`src/hdl/axiMem_macros.svh`:
```
`ifndef AXIMEM_MACROS_SVH
`define AXIMEM_MACROS_SVH

// Bus widths
`define AXIMEM_ADDR_W	16		// Byte address
`define AXIMEM_DATA_W	32		// One word per beat
`define AXIMEM_ID_W		4		// AXI transaction ID
`define AXIMEM_LEN_W	8		// AxLEN, beats minus one

// Storage
`define AXIMEM_DEPTH	256		// Words in the array

// ------------------------------------------------
// Derived
`define AXIMEM_STRB_W	(`AXIMEM_DATA_W/8)

`endif
```
`src/hdl/axiBusPkg.sv`:
```
`include "axiMem_macros.svh"

package axiBusPkg;

	// ------------------------------------------------
	// Encodings as on the bus

	typedef enum logic [1:0] {
		FIXED		= 2'b00,
		INCR		= 2'b01,
		WRAP		= 2'b10,
		RESERVED	= 2'b11		// Answered with SLVERR
	} burstT;

	typedef enum logic [1:0] {
		OKAY		= 2'b00,
		EXOKAY		= 2'b01,	// Never returned, no exclusive access
		SLVERR		= 2'b10,
		DECERR		= 2'b11
	} respT;

	// ------------------------------------------------
	// Channel payloads

	// Shared by AW and AR
	typedef struct packed {
		logic [`AXIMEM_ID_W-1:0]	id;
		logic [`AXIMEM_ADDR_W-1:0]	addr;		// Byte address, word aligned
		logic [`AXIMEM_LEN_W-1:0]	len;		// Beats minus one
		burstT						burst;
	} addrReqT;

	typedef struct packed {
		logic [`AXIMEM_DATA_W-1:0]	data;
		logic [`AXIMEM_STRB_W-1:0]	strb;		// One bit per byte lane
		logic						last;
	} wBeatT;

	typedef struct packed {
		logic [`AXIMEM_ID_W-1:0]	id;
		respT						resp;
	} bRespT;

	typedef struct packed {
		logic [`AXIMEM_ID_W-1:0]	id;
		logic [`AXIMEM_DATA_W-1:0]	data;
		respT						resp;
		logic						last;
	} rBeatT;

endpackage

```
`src/hdl/memEnginePkg.sv`:
```
`include "axiMem_macros.svh"

package memEnginePkg;

	typedef enum logic {
		OP_WRITE	= 1'b0,
		OP_READ		= 1'b1
	} beatOpT;

	// Decoder FSM
	typedef enum logic [1:0] {
		IDLE,
		WRITE_BEATS,		// Taking W beats
		WAIT_BRESP,			// Burst done, B not yet taken
		READ_BEATS			// Issuing read beats
	} decStateT;

	// One beat, decoder to executor
	typedef struct packed {
		beatOpT						op;
		logic [`AXIMEM_ID_W-1:0]	id;
		logic [`AXIMEM_ADDR_W-1:0]	wordAddr;	// Full word index, range checked later
		logic [`AXIMEM_DATA_W-1:0]	data;
		logic [`AXIMEM_STRB_W-1:0]	strb;
		logic						last;
		logic						burstErr;	// Reserved burst type
	} beatCmdT;

	// One finished beat, executor to response side
	typedef struct packed {
		beatOpT						op;
		logic [`AXIMEM_ID_W-1:0]	id;
		logic [`AXIMEM_DATA_W-1:0]	data;		// Zero for writes and errors
		axiBusPkg::respT			resp;
		logic						last;
	} execResT;

endpackage

```
`src/hdl/respGenerator.sv`:
```
`timescale 1ns/1ps
`include "axiMem_macros.svh"

module respGenerator (
	input  logic					CLK,
	input  logic					rstN,
	input  logic					resValid,
	input  memEnginePkg::execResT	res,
	output logic					bValid,
	input  logic					bReady,
	output axiBusPkg::bRespT		b,
	output logic					rValid,
	input  logic					rReady,
	output axiBusPkg::rBeatT		r,
	output logic					rRoom,
	output logic					bDone
);
	import axiBusPkg::*;
	import memEnginePkg::*;

	logic		wrRes;
	logic		beatBad;
	logic		stickyErr;		// Any bad beat so far in this write burst

	// Read FIFO, two entries
	rBeatT		fifoMem [0:1];
	logic		wrPtr;
	logic		rdPtr;
	logic [1:0]	count;
	logic [1:0]	pending;		// Held plus arriving now
	logic		push;
	logic		pop;

	// ------------------------------------------------
	// Write response

	assign wrRes	= resValid && (res.op == OP_WRITE);
	assign beatBad	= (res.resp == SLVERR);
	assign bDone	= bValid && bReady;

	always_ff @(posedge CLK or negedge rstN) begin
		if (!rstN) begin
			bValid		<= 1'b0;
			stickyErr	<= 1'b0;
		end else begin
			if (wrRes && res.last) begin
				bValid		<= 1'b1;		// Held until bReady
				stickyErr	<= 1'b0;
			end else begin
				if (bDone)
					bValid <= 1'b0;
				if (wrRes)
					stickyErr <= stickyErr || beatBad;
			end
		end
	end

	always_ff @(posedge CLK) begin
		if (wrRes && res.last) begin
			b.id	<= res.id;
			b.resp	<= (stickyErr || beatBad) ? SLVERR : OKAY;	// SLVERR wins for the burst
		end
	end

	// ------------------------------------------------
	// Read FIFO

	assign push		= resValid && (res.op == OP_READ);
	assign pop		= rValid && rReady;
	assign rValid	= (count != 2'd0);
	assign r		= fifoMem[rdPtr];

	// Room for the beat issued now while one more may still arrive
	assign pending	= count + {1'b0, push};
	assign rRoom	= (pending < 2'd2);

	always_ff @(posedge CLK or negedge rstN) begin
		if (!rstN) begin
			wrPtr	<= 1'b0;
			rdPtr	<= 1'b0;
			count	<= 2'd0;
		end else begin
			if (push) wrPtr <= ~wrPtr;
			if (pop)  rdPtr <= ~rdPtr;
			count <= count + {1'b0, push} - {1'b0, pop};
		end
	end

	always_ff @(posedge CLK) begin
		if (push) begin
			fifoMem[wrPtr].id	<= res.id;
			fifoMem[wrPtr].data	<= res.data;
			fifoMem[wrPtr].resp	<= res.resp;
			fifoMem[wrPtr].last	<= res.last;
		end
	end

endmodule

```
`config.mk`:
```
export PLATFORM = sky130hd
export DESIGN_NAME = respGenerator
export DESIGN_NICKNAME = d
export VERILOG_FILES = /design/src/hdl/axiBusPkg.sv /design/src/hdl/memEnginePkg.sv /design/src/hdl/respGenerator.sv
export VERILOG_INCLUDE_DIRS = /design/src /design/src/hdl
export SDC_FILE = /design/constraint.sdc
export NUM_CORES = 1
export LEC_CHECK = 0
export ABC_AREA = 1
export BUFFER_PORTS_ARGS = -buffer_cell sky130_fd_sc_hd__clkbuf_2
export CORE_AREA = 2 2 95 97
export DETAILED_ROUTE_END_ITERATION = 10
export DIE_AREA = 0 0 97 99
export SETUP_SLACK_MARGIN = 0.15
export SYNTH_ARGS = -nofsm -noshare
export SYNTH_HDL_FRONTEND = slang
export SYNTH_SLANG_ARGS = --single-unit
```
`constraint.sdc`:
```
create_clock -name CLK -period 2.6 [get_ports CLK]
set_input_delay 0.13 -clock CLK [delete_from_list [all_inputs] [get_ports CLK]]
set_output_delay 0.13 -clock CLK [all_outputs]
set_load 0.03 [all_outputs]
```
Word level (Yosys, flattened, before mapping)
Memory sizes are Yosys's and may differ from the RTL's.
Index checks and enable logic that the tools add are counted.
{ "classes": {"n_eq_ne": 1, "reduce_logical": 9, "bitwise_logic": 3, "addsub": 2, "muxes": 7, "n_lt_le_gt_ge": 1} }
{ "op_table": {"columns": ["cell", "count"], "rows": [
  ["$mux W1", 6],
  ["$reduce_bool A2 Y1", 3],
  ["$logic_and A1 B1 Y1", 5],
  ["$not A1 Y1", 3],
  ["$add A2 B1 Y2", 1],
  ["$eq A2 B2 Y1 const B", 1],
  ["$lt A2 B2 Y1 const B", 1],
  ["$mux W2", 1],
  ["$sub A2 B1 Y2", 1],
  ["$logic_or A1 B1 Y1", 1]
]} }
{ "word_totals": {"input_bits": 45, "mem_count": 1, "out_inout_bits": 49, "ramBits": 78, "register_bits": 12} }
{ "memory_table": {"columns": ["name", "words", "width", "read_ports", "rd_clocked_by_memory_dff", "wr", "line", "text"], "rows": [
  ["fifoMem", 2, 39, 1, 0, 1, "respGenerator.sv:26", "rBeatT fifoMem [0:1];"]
]} }

Depth between registers and ports, before layout
{ "depth": {"ltp_word": 4, "mapped_depth": 8, "ltp_nobuf": 8} }

Least setup slack after synthesis
No wires, ideal clock.
{ "synth_path": {"path_type": "reg2reg", "startpoint": "register wrPtr", "endpoint": "memory fifoMem[1][0] in the netlist's numbering (enable)", "stages_incl_launch_ff": 3, "required_time_ns": 2.165, "setup_ns": 0.435, "path_slack_ns": 0.128, "arrival_time_ns": 2.037, "n_path_buf": 0, "path_cell_list": "dfrtp_1 > inv_1 > nor2_1"} }
{ "synth_rtl": {"columns": ["element", "line", "text"], "rows": [
  ["from (decl)", "respGenerator.sv:27", "logic wrPtr;"],
  ["from (signal assigned)", "respGenerator.sv:83", "if (push) wrPtr <= ~wrPtr;"],
  ["to (decl)", "respGenerator.sv:26", null]
]} }
No word-level cell before the write port.

==> impl_results.rst <==
.. list-table::
   :header-rows: 1

   * - Metric
     - Value
   * - Fmax
     - 0.5521 GHz
   * - Sequential group share of total power
     - 39.1%
   * - Area overhead of the layout relative to synthesis
     - 37.10%
   * - DRT iter0 DRCs
     - 63
   * - Count of synthesis-stage warnings from yosys
     - 0
   * - Clock Tree Root
     - clkbuf_8
   * - Required time of the critical path
     - 2.47 ns
   * - Total power after layout
     - 4.617 mW
   * - Final RePlAce weighted congestion
     - 0.7736
   * - Path type of the worst min-delay path
     - input port to register
   * - X dimension of the die
     - 97 µm
   * - TritonCTS clock tree
     - done
   * - Total global routing track utilization
     - 13.98%
   * - Biggest area consumer among synthesized cells
     - edfxtp_1
   * - Top_reg_cell synth
     - edfxtp_1
   * - Maxcap violations
     - 0
   * - Startpoint kind of the worst setup timing path
     - register
   * - Shortest clock period the worst path allows after layout
     - 1.811 ns
   * - WL per Instance
     - 12.62 µm
   * - Cell internal power dissipation
     - 2.837 mW
   * - Kind of critical path
     - register to output port
   * - Final worst path period share
     - 69.67%
   * - Netlist Area Pre-Place
     - 3322 µm²
   * - Crit end category
     - output port
   * - Sum of net half-perimeters after detailed placement
     - 4.059 mm
   * - Leak Pwr
     - 2.012 nW
   * - Combinational fraction of design power
     - 36.8%
   * - Clock-pin slew on the worst setup and hold paths
     - 0.08 ns
   * - Top area cells in the synthesized netlist
     - edfxtp_1 75%, nand2_1 14%, dfrtp_1 4.5%, inv_1 1.2%, buf_2 0.75%
   * - Switching power summed over all nets
     - 1.780 mW
   * - Leading post-synthesis cells by instance count
     - 128 x nand2_1, 83 x edfxtp_1, 11 x inv_1, 6 x dfrtp_1, 5 x buf_2
   * - Layout Utilization
     - 53.26%
   * - Final Hold Slack
     - 0.03581 ns
   * - TritonCTS Buffers
     - 9
   * - Number of vias after detailed routing
     - 2,221
   * - Io pins
     - 94
   * - Grt ovf
     - 0
   * - Share of flip-flops with an asynchronous set or reset after synthesis
     - 6.742%
   * - Worst vdd rail ir drop
     - 0.5412 mV
   * - Area share of the largest cell type after synthesis
     - 75.03%
   * - DRC violations left
     - 0
   * - TritonCTS Sinks
     - 89
   * - Wirelength, routed
     - 6.388 mm
   * - Avg Vias per Cell
     - 4.389
   * - Data arrival time of the critical path
     - 1.68 ns
   * - Total number of nets in the final design
     - 439
   * - Vertical extent of the die
     - 99 µm
   * - CP Max Fanout
     - 40
   * - Wire length of the first global-routing pass
     - 10.38 mm
   * - Switch share
     - 38.54%
   * - TNS Setup
     - 0 ns
   * - Final hold violation count
     - 0
   * - Relative contribution of the clock network to total power
     - 24.1%
   * - Power Dens Cells
     - 1014 nW/µm²
   * - Max-Slew Margin vs Limit
     - 54.06%
   * - Setup-failing EPs final
     - 0
   * - Number of enable flip-flop cells after synthesis
     - 83
   * - Post-route ant nets
     - 0
   * - Number of synthesized register bits
     - 89
   * - Clk_skew
     - 0.005896 ns
   * - Count of mapped cells out of synthesis
     - 254
   * - Largest net degree at the start of global routing
     - 41
   * - Latest clock arrival within the worst-skew pair
     - 0.34 ns
   * - Core outline area
     - 8551 µm²
   * - Slew at the pin closest to its max-slew limit
     - 0.6881 ns
   * - Outcome
     - finished clean
   * - Most common cell in the netlist
     - nand2_1
   * - Number of placement rows
     - 34
   * - Seq/Total Area, Yosys
     - 79.55%
   * - Syn nets
     - 300
   * - Mean post-synth cell area
     - 13.08 µm²
   * - Number of max-slew violations in the final report
     - 0
   * - Number of H-tree levels
     - 3
   * - Count of instances resized after the clock tree is built
     - 0
   * - Fraction of final layout cells with drive strength greater than 1
     - 28.89%
   * - TritonRoute pass-1 iters
     - 4
   * - RSZ-0062 raised after global routing
     - false
   * - Max Root-Sink Buffers
     - 2
   * - Number of buffers added on ports
     - 92
   * - Floorplan die area
     - 9603 µm²
   * - Number of global-route vias before repair
     - 2,212
   * - Antenna cells
     - 0
   * - Count of different cell masters after synthesis
     - 17
   * - Starting density of the core
     - 38.85%
   * - Number of antenna violations at the first check in global routing
     - 0
==> layout by cell type (no fill, tap or decap), types with 2 or more instances in the layout <==
master / instances
dlygate4sd3_1: 40
nand3_1: 4
clkbuf_2: 92
buf_4: 5
dfrtp_1: 6
nor2_4: 2
inv_1: 11
nand4_1: 2
clkbuf_8: 9
xor2_1: 2
bufinv_16: 3
nand2_1: 128
edfxtp_1: 83
==> worst max-delay path, cell delays in order, from the launching register on <==
cell	delay, ns
dfrtp_1	0.39
inv_2	0.50
nand2_1	0.10
nand2_1	0.11
clkbuf_2	0.20
==> per-layer routing <==
| metal | global-route usage [%] | up-vias | wire length (µm) |
|---|---|---|---|
| met4 | 6.392 | 0 | 131 |
| met2 | 23.08 | 70 | 3051 |
| met3 | 3.262 | 14 | 372 |
| li1 | - | 1118 | - |
| met5 | 0 | - | 0 |
| met1 | 17.65 | 1019 | 2833 |
==> state kept, by name, indices dropped and copies added (netlist names) <==
| signal | cells |
|---|---|
| wrPtr | 1 |
| b | 5 |
| stickyErr | 1 |
| count | 2 |
| bValid | 1 |
| fifoMem | 78 |
| rdPtr | 1 |
==> final cells by class <==
type,instances,area [µm²]
clock inverter,6,115.1
sequential,89,2643
fill,755,3996
multi-input combinational,144,590.6
clock buffer,10,127.6
inverter,12,45.04
tap,108,135.1
timing repair buffer,137,898.4
==> cells by family (layout without fill, tap and decap cells) <==
logic type / count (synthesis) / in the layout / share of synthesized area (%)
buf+inv: 21 / 165 / 3.126
xor+xnor: 2 / 2 / 0.5274
fa+ha+maj: 1 / 1 / 0.3766
flops: 89 / 89 / 79.55
other cells: 1 / 1 / 0.1129
simple gates: 137 / 137 / 15.78
compound gates: 3 / 3 / 0.5271
==> power by group through the flow <==
stage               Sequential [mW]  Combinational, mW  Clock [mW]
floorplan                      1.84               1.19           0
global placement               1.84               1.67           0
detailed placement             1.84               1.69           0
CTS                            1.81               1.74        1.14
global route                   1.82               1.87        1.20
finish                         1.81               1.70        1.11
==> per-stage QoR <==
stage / area, µm² / instances / setup slack (ns)
2_1_floorplan: 3327 / 254 / 0.7451
3_3_place_gp: 3911 / 450 / 1.041
3_5_place_dp: 3911 / 450 / 0.9898
4_1_cts: 4554 / 506 / 0.7037
5_1_grt: 4554 / 506 / 0.5985
6_report: 4554 / 506 / 0.7886
==> worst paths after layout <==
kind,start,cells after the start,end,slack (ns)
max,rdPtr,4,r[29],0.79
min,res[38],1,fifoMem[0][38],0.04
max reg2reg,wrPtr,2,fifoMem[0][17],1.12
min reg2reg,stickyErr,2,stickyErr,0.54
max in group asynchronous,rstN,2,stickyErr,2.29
min in group asynchronous,rstN,2,bValid,0.15
==> timing repair <==
item	CTS	global route
hold endpoints to repair	84	0
buffers inserted	0	0
hold buffers	40	0
No activity file was read; power rests on OpenSTA's default activity.
