### config.mk
export PLATFORM = sky130hd
export DESIGN_NAME = burstDecoder
export DESIGN_NICKNAME = d
export VERILOG_FILES = /design/src/hdl/axiBusPkg.sv /design/src/hdl/memEnginePkg.sv /design/src/hdl/burstDecoder.sv
export VERILOG_INCLUDE_DIRS = /design/src /design/src/hdl
export SDC_FILE = /design/constraint.sdc
export NUM_CORES = 1
export LEC_CHECK = 0
export BUFFER_PORTS_ARGS = -buffer_cell sky130_fd_sc_hd__clkbuf_2
export CAP_MARGIN = 10
export CORE_UTILIZATION = 45
export CTS_CLUSTER_DIAMETER = 150
export DETAILED_ROUTE_END_ITERATION = 10
export HOLD_SLACK_MARGIN = 0.06
export PLACE_DENSITY = 0.82
export SETUP_SLACK_MARGIN = 0.1
export SYNTH_ARGS = -nofsm -noshare
export SYNTH_HDL_FRONTEND = slang
export SYNTH_SLANG_ARGS = --single-unit
### constraint.sdc
create_clock -name CLK -period 2.7 [get_ports CLK]
set_clock_uncertainty 0.15 [all_clocks]
set_input_delay 0.135 -clock CLK [delete_from_list [all_inputs] [get_ports CLK]]
set_output_delay 0.135 -clock CLK [all_outputs]
set_load 0.01 [all_outputs]
### src/hdl/axiMem_macros.svh
`ifndef AXIMEM_MACROS_SVH
`define AXIMEM_MACROS_SVH

// Bus widths
`define AXIMEM_ADDR_W	16		// Byte address
`define AXIMEM_DATA_W	32		// One word per beat
`define AXIMEM_ID_W		4		// AXI transaction ID
`define AXIMEM_LEN_W	8		// AxLEN, beats minus one

// Storage
`define AXIMEM_DEPTH	256		// Words in the array

// ------------------------------------------------
// Derived
`define AXIMEM_STRB_W	(`AXIMEM_DATA_W/8)

`endif
### src/hdl/axiBusPkg.sv
`include "axiMem_macros.svh"

package axiBusPkg;

	// ------------------------------------------------
	// Encodings as on the bus

	typedef enum logic [1:0] {
		FIXED		= 2'b00,
		INCR		= 2'b01,
		WRAP		= 2'b10,
		RESERVED	= 2'b11		// Answered with SLVERR
	} burstT;

	typedef enum logic [1:0] {
		OKAY		= 2'b00,
		EXOKAY		= 2'b01,	// Never returned, no exclusive access
		SLVERR		= 2'b10,
		DECERR		= 2'b11
	} respT;

	// ------------------------------------------------
	// Channel payloads

	// Shared by AW and AR
	typedef struct packed {
		logic [`AXIMEM_ID_W-1:0]	id;
		logic [`AXIMEM_ADDR_W-1:0]	addr;		// Byte address, word aligned
		logic [`AXIMEM_LEN_W-1:0]	len;		// Beats minus one
		burstT						burst;
	} addrReqT;

	typedef struct packed {
		logic [`AXIMEM_DATA_W-1:0]	data;
		logic [`AXIMEM_STRB_W-1:0]	strb;		// One bit per byte lane
		logic						last;
	} wBeatT;

	typedef struct packed {
		logic [`AXIMEM_ID_W-1:0]	id;
		respT						resp;
	} bRespT;

	typedef struct packed {
		logic [`AXIMEM_ID_W-1:0]	id;
		logic [`AXIMEM_DATA_W-1:0]	data;
		respT						resp;
		logic						last;
	} rBeatT;

endpackage

### src/hdl/memEnginePkg.sv
`include "axiMem_macros.svh"

package memEnginePkg;

	typedef enum logic {
		OP_WRITE	= 1'b0,
		OP_READ		= 1'b1
	} beatOpT;

	// Decoder FSM
	typedef enum logic [1:0] {
		IDLE,
		WRITE_BEATS,		// Taking W beats
		WAIT_BRESP,			// Burst done, B not yet taken
		READ_BEATS			// Issuing read beats
	} decStateT;

	// One beat, decoder to executor
	typedef struct packed {
		beatOpT						op;
		logic [`AXIMEM_ID_W-1:0]	id;
		logic [`AXIMEM_ADDR_W-1:0]	wordAddr;	// Full word index, range checked later
		logic [`AXIMEM_DATA_W-1:0]	data;
		logic [`AXIMEM_STRB_W-1:0]	strb;
		logic						last;
		logic						burstErr;	// Reserved burst type
	} beatCmdT;

	// One finished beat, executor to response side
	typedef struct packed {
		beatOpT						op;
		logic [`AXIMEM_ID_W-1:0]	id;
		logic [`AXIMEM_DATA_W-1:0]	data;		// Zero for writes and errors
		axiBusPkg::respT			resp;
		logic						last;
	} execResT;

endpackage

### src/hdl/burstDecoder.sv
`timescale 1ns/1ps
`include "axiMem_macros.svh"

module burstDecoder (
	input  logic				CLK,
	input  logic				rstN,
	input  logic				awValid,
	input  axiBusPkg::addrReqT	aw,
	output logic				awReady,
	input  logic				arValid,
	input  axiBusPkg::addrReqT	ar,
	output logic				arReady,
	input  logic				wValid,
	input  axiBusPkg::wBeatT	w,
	output logic				wReady,
	input  logic				rRoom,		// Read buffer can take another beat
	input  logic				bDone,		// B accepted by the master
	output logic				cmdValid,
	output memEnginePkg::beatCmdT	cmd
);
	import axiBusPkg::*;
	import memEnginePkg::*;

	decStateT					state;
	logic						wrFirst;		// Write wins the next tie
	logic [`AXIMEM_LEN_W-1:0]	beatCnt;
	logic						lastBeat;
	logic						awFire;
	logic						arFire;

	// Current burst, captured at AW/AR
	logic [`AXIMEM_ID_W-1:0]	idQ;
	logic [`AXIMEM_LEN_W-1:0]	lenQ;
	burstT						burstQ;
	logic [`AXIMEM_ADDR_W-1:0]	addrQ;			// Word index
	logic [`AXIMEM_ADDR_W-1:0]	wrapMask;
	logic [`AXIMEM_ADDR_W-1:0]	nextAddr;

	// ------------------------------------------------
	// Address channels and arbitration

	// Both ready only in IDLE; on a tie the loser of last time goes
	assign awReady = (state == IDLE) && awValid && (!arValid || wrFirst);
	assign arReady = (state == IDLE) && arValid && (!awValid || !wrFirst);
	assign awFire  = awValid && awReady;
	assign arFire  = arValid && arReady;

	assign wReady   = (state == WRITE_BEATS);
	assign lastBeat = (beatCnt == lenQ);	// WLAST from the master is not trusted

	// One write beat per W handshake, one read beat per cycle with room
	assign cmdValid = (wReady && wValid) || ((state == READ_BEATS) && rRoom);

	// ------------------------------------------------
	// Burst address walk

	// Wrap block is len+1 words, a power of two for legal WRAP
	assign wrapMask = {{(`AXIMEM_ADDR_W-`AXIMEM_LEN_W){1'b0}}, lenQ};

	always_comb begin
		case (burstQ)
			INCR:		nextAddr = addrQ + 1'b1;
			WRAP:		nextAddr = (addrQ & ~wrapMask) | ((addrQ + 1'b1) & wrapMask);
			default:	nextAddr = addrQ;	// FIXED, and RESERVED stays put
		endcase
	end

	always_comb begin
		cmd.op			= (state == READ_BEATS) ? OP_READ : OP_WRITE;
		cmd.id			= idQ;
		cmd.wordAddr	= addrQ;
		cmd.data		= wReady ? w.data : '0;
		cmd.strb		= wReady ? w.strb : '0;
		cmd.last		= lastBeat;
		cmd.burstErr	= (burstQ == RESERVED);	// Flagged on every beat
	end

	// ------------------------------------------------
	// FSM

	always_ff @(posedge CLK or negedge rstN) begin
		if (!rstN) begin
			state	<= IDLE;
			wrFirst	<= 1'b1;		// Write first after reset
			beatCnt	<= '0;
		end else begin
			if (awFire || arFire)
				beatCnt <= '0;
			else if (cmdValid)
				beatCnt <= beatCnt + 1'b1;

			case (state)
				IDLE: begin
					if (awFire) begin
						state	<= WRITE_BEATS;
						wrFirst	<= 1'b0;
					end else if (arFire) begin
						state	<= READ_BEATS;
						wrFirst	<= 1'b1;
					end
				end
				WRITE_BEATS: if (cmdValid && lastBeat) state <= WAIT_BRESP;
				WAIT_BRESP:  if (bDone) state <= IDLE;
				READ_BEATS:  if (cmdValid && lastBeat) state <= IDLE;	// Tail drains later
				default:     state <= IDLE;
			endcase
		end
	end

	// Burst context
	always_ff @(posedge CLK) begin
		if (awFire) begin
			idQ		<= aw.id;
			lenQ	<= aw.len;
			burstQ	<= aw.burst;
			addrQ	<= {2'b00, aw.addr[`AXIMEM_ADDR_W-1:2]};	// Bytes to words
		end else if (arFire) begin
			idQ		<= ar.id;
			lenQ	<= ar.len;
			burstQ	<= ar.burst;
			addrQ	<= {2'b00, ar.addr[`AXIMEM_ADDR_W-1:2]};
		end else if (cmdValid) begin
			addrQ	<= nextAddr;
		end
	end

endmodule

=== Yosys cells after proc, flatten, opt, wreduce, memory -nomap -nowiden ===
Cells that the tools add are included.

* Bitwise operators: 4
* Add/sub/neg operators: 2
* Reductions and logical operators: 27
* Mux-type cells: 23
* Equal/unequal tests: 11

{| class="wikitable"
|+ Operators by type and width
! operator !! number
|-
| two-way mux 14 bit || 3
|-
| two-way mux 32 bit || 1
|-
| two-way mux 8 bit || 4
|-
| one-hot mux 16 bit (2 select lines) || 1
|-
| adder 16 x 1 -> 16 bit, second input constant || 1
|-
| bitwise AND 16 bit || 1
|-
| bitwise AND 16 x 8 -> 16 bit || 1
|-
| inverter 8 -> 16 bit || 1
|-
| OR 16 bit || 1
|-
| two-way mux 2 bit || 7
|-
| two-way mux 4 bit || 3
|-
| logical AND 1 bit || 9
|-
| adder 8 x 1 -> 8 bit, second input constant || 1
|-
| equality test 2 bit, second input constant || 4
|-
| equality test 8 bit || 1
|-
| one-hot mux 2 bit (4 select lines) || 1
|-
| AND reduction 2 bit || 3
|-
| nonzero test 2 bit || 3
|-
| equality test 2 x 1 -> 1 bit, second input constant || 2
|-
| logical OR 1 bit || 4
|-
| inequality test 2 x 1 -> 1 bit, second input constant || 2
|-
| AND reduction 4 bit || 1
|-
| nonzero test 4 bit || 1
|-
| logical NOT 1 bit || 3
|-
| 6 further kinds || 8
|}

* Bits of input ports: 104
* Bits in registers: 41
* Output and inout bits: 63
* Word-level logic and storage cells: 75

=== Depth between registers and ports, before layout ===
* Depth after elaboration: 7
* Gate-level depth with buffers: 7
* Gate-level depth less buffers: 6

=== Worst setup path after synthesis ===
OpenSTA, ideal clock, no wires.

* Path type: register to register
* From: register state[1]
* To: register addrQ[10] (enable)
* Buffers on the path: 1
* Clock period less this slack: 1939 ps
* Setup time: 380 ps
* Data arrival time: 1409 ps
* Cell stages (with the launch flop): 5
* Path slack: 761 ps
* Data required time: 2170 ps
* Cells stage by stage: dfrtp_1 -> buf_6 -> mux2_4 -> nand2_8 -> o31ai_1

* Longest elaborated chain between the ends: 6
* Elaborated cells on any way between the ends: 15
* Classes of those cells: eq/ne (2); reduce/logical (13)

{| class="wikitable"
|+ Ends and longest elaborated chain
! item !! RTL line !! text
|-
| from (decl) || burstDecoder.sv:24 || <nowiki>decStateT state;</nowiki>
|-
| from (signal assigned) || burstDecoder.sv:83 || <nowiki>state <= IDLE;</nowiki>
|-
| from (signal assigned) || burstDecoder.sv:95 || <nowiki>state <= WRITE_BEATS;</nowiki>
|-
| from (signal assigned) || burstDecoder.sv:98 || <nowiki>state <= READ_BEATS;</nowiki>
|-
| logical NOT 2 bit || burstDecoder.sv:43, burstDecoder.sv:44 ||
|-
| logical AND 1 bit (on tied branches) (2 in a row) || burstDecoder.sv:43, burstDecoder.sv:44 ||
|-
| logical AND 1 bit (on tied branches) || burstDecoder.sv:45, burstDecoder.sv:46 ||
|-
| nonzero test 4 bit (no line) or nonzero test 3 bit (tied branches) || - ||
|-
| AND reduction 2 bit (no line) (*) || - ||
|-
| to (signal assigned) || burstDecoder.sv:116 || <nowiki>addrQ <= {2'b00, aw.addr[`AXIMEM_ADDR_W-1:2]};</nowiki>
|-
| to (signal assigned) || burstDecoder.sv:121 || <nowiki>addrQ <= {2'b00, ar.addr[`AXIMEM_ADDR_W-1:2]};</nowiki>
|-
| to (signal assigned) || burstDecoder.sv:123 || <nowiki>addrQ <= nextAddr;</nowiki>
|-
| to (decl) || burstDecoder.sv:35 || <nowiki>logic [`AXIMEM_ADDR_W-1:0] addrQ;</nowiki>
|}

Mark *: on every way between the ends. The rest lies on a longest branch, timed or not.
A chain may end at the register's enable or synchronous reset.

==> impl_results.md <==
* Critical path class: in2reg
* Number of synthesized flops with an enable pin at 28
* Iter 0 DRT Violations at between 150 and 200
* Total CTS buffers at 5
* CTS Buffer Depth at 2
* IO Pins at between 150 and 200
* Setup violators final at 0
* F_max at between 0.4 and 0.5 GHz
* Hold path cells at 3
* Most frequent cells in the layout: clkbuf_2 (161), nand2_1 (57), dlygate4sd3_1 (52)
* Max Slew Vio Count at 0
* Max incr delay on CP at 0.61 ns
* FP Rows at 28
* Total track usage at around 27%
* PortBufs at around 160
* Leading cell type in the layout, fill and taps excluded: clkbuf_2
* Vias/cell at 5.32
* Final hold vios at 0
* Arrival time worst endpoint at 2.39 ns
* Layout cells sized above 1 at between 30% and 40%
* Outcome: finished, final reports clean
* Core area at between 6000 and 7000 um2
* Sequential standard cell area at roughly 1200 um2
* Clock sinks at 41
* Starting Density at 47.6%
* Crit Path Max Fanout at 15
* Clock Latency Late Sink at about 0.3 ns
* Hold WC Path Type: in2reg
* CTS tree: built
* Top cell type's share of synthesized area at 29.1%
* Mapped cell area at 2890 um2
* Kind of end point of the critical path: flop
* Vias in the first global route at between 3000 and 4000
* Worst Path Required at ~2.7 ns
* Final wirelength at 9090 um
* Fin Hold WS at 0.0582 ns
* Routed length per instance at approximately 15 um
* DR DRC count at 0
* First-pass GRT wire length at about 14000 um
* Total number of yosys warnings at 0
* Most used DFF post-synth: edfxtp_1
* Peak supply drop at around 0.00042 V
* CTS HTree Levels at 2
* Via count at ~3200
* Max-cap viol count at 0
* Final TNS setup at 0 ns
* CTS Root Cell: clkbuf_8
* # nets final at around 630
* Period Utilization, post-route at 89.2%
* Net count after synthesis at 420
* Synth area leaders: edfxtp_1 (29%), dfrtp_1 (8.7%), and2_1 (8.5%)
* Largest net degree at the start of global routing at 28
* Reg2Reg Setup Slack at 0.30 ns
* Antenna-violating nets left at 0
* Initial antenna violation count at 0
* Worst-margin pin slew at roughly 0.44 ns
* Fill count at around 450
* Cell family with most CP delay: buffers and inverters
* GPL Wtd Cong at between 0.8 and 0.9
* Crit path time final at 2.41 ns
* Fin cells at between 500 and 600
* Die X at 82.1 um
* Buffers and inverters on the worst path at 4
* R2R depth at 6
* R2r startpoint: state[0]
* Layout area overhead at 51.6%
* Worst-path clk slew at 0.09 ns
* Grt total ovfl at 0
* Unrepaired setup endpoints after global routing: no
* Mapped Avg Cell Area at a little over 9 um2
* #FFs+latches synth at just over 40
* Register area share after synthesis at 40.1%
* Count of different cell masters after synthesis at 61
* Vert. Die Dim at between 80 and 90 um
* Post-synth ARST share at a little over a quarter
* Mapped Cells at just over 300
* Footprint of the multi-input gates at between 1500 and 2000 um2
* Rel. slew slack at 70.5%
* CP cell instances: dlygate4sd3_1, clkbuf_2, a21boi_2, nand2_2, inv_2, a22oi_1, dlygate4sd3_1, o21ai_1
* Power Dens Cells at about 800 nW/um2
* Critical hold path startpoint: aw[14]
* Post-DP HPWL at about 6000 um
* CP max stage cell: dlygate4sd3_1
* Yosys top cell by area: edfxtp_1
* Leak at between 2 and 2.5 nW
* Inst Count DP at 539
* Startpoint types: primary input
* Die area at around 6700 um2
* ANT cells at 0
* Router iterations before antenna repair at 5
* Most used cell along the critical path: dlygate4sd3_1
[worst max-delay path by stage]
| stage | cells after the start | startpoint | to |
|---|---|---|---|
| after global routing | 7 | burstQ[0] | addrQ[0] |
| after global placement | 4 | state[0] | flop |
| after detailed placement | 4 | state[0] | flop |
| after CTS | 6 | state[0] | flop |
| after floorplan | 4 | state[1] | addrQ[10] |
| final | 8 | awValid | flop |
[Yosys cell counts, drive strengths merged (4+ instances only)]
cell / instances
nand2: 60
edfxtp: 28
xor2: 7
o31ai: 4
nand3: 9
xnor2: 13
o21a: 7
dfrtp: 10
and2: 39
ha: 5
a22oi: 6
inv: 12
nand4: 9
a21oi: 15
nor2: 16
nor4: 5
o21ai: 15
clkbuf: 4
buf: 7
[worst min-delay path, delay by kind of cell]
family,cells,cell delay [ns]
AO/OA/AOI/OAI,1,0.14
buffers and inverters,1,0.07
AND/OR/NAND/NOR,1,0.03
[per-stage QoR]
| step | instance area (um2) | worst slack [ns] | power, mW | utilization, % |
|---|---|---|---|---|
| detailed placement | 3740 | 0.661 | 2.86 | 61.7 |
| finish | 4380 | 0.291 | 3.51 | 72.2 |
| floorplan | 2890 | 0.761 | 2.29 | - |
| global route | 4380 | 0.133 | 3.78 | 72.2 |
| global placement | 3740 | 0.675 | 2.81 | 61.7 |
| CTS | 4370 | 0.153 | 3.47 | 72.1 |
[logic make-up (layout without fill, tap and decap cells)]
family | Yosys count | count (layout) | synth area share (%)
compound gates | 65 | 65 | 15.4
xor+xnor | 20 | 20 | 6.07
fa+ha+maj | 5 | 5 | 2.17
buf+inv | 23 | 236 | 3.99
flops | 41 | 41 | 40.1
mux | 4 | 4 | 1.56
simple gates | 153 | 153 | 30.7
[timing repair]
action                                 4_1_cts  5_1_grt
setup endpoints to repair                    0       10
setup buffers                                0        0
endpoints found under the hold margin       40        0
gates resized for setup                      0        5
hold buffers                                52        0
[cell type report]
type / instances / area share (%)
clock inverter: 3 / 0.944
timing repair buffer: 216 / 30.8
multi-input combinational: 247 / 36.9
inverter: 12 / 1.09
clock buffer: 5 / 1.57
tap: 75 / 2.14
sequential: 41 / 26.6
[report_power, final]
| group | switching (mW) | internal (mW) |
|---|---|---|
| combinational | 0.972 | 0.827 |
| clock | 0.230 | 0.272 |
| sequential | 0.281 | 0.928 |
| total | 1.48 | 2.03 |
[routing by layer]
| layer | part of all wire (%) | GRT usage, % | wire [um] |
|---|---|---|---|
| met1 | 37 | 29.5 | 3330 |
| met2 | 52 | 49.4 | 4750 |
| met3 | 7.7 | 6.33 | 701 |
| met4 | 3.3 | 13.3 | 303 |
| met5 | 0 | 0 | 0 |
Power figures use the tool's default switching activity.
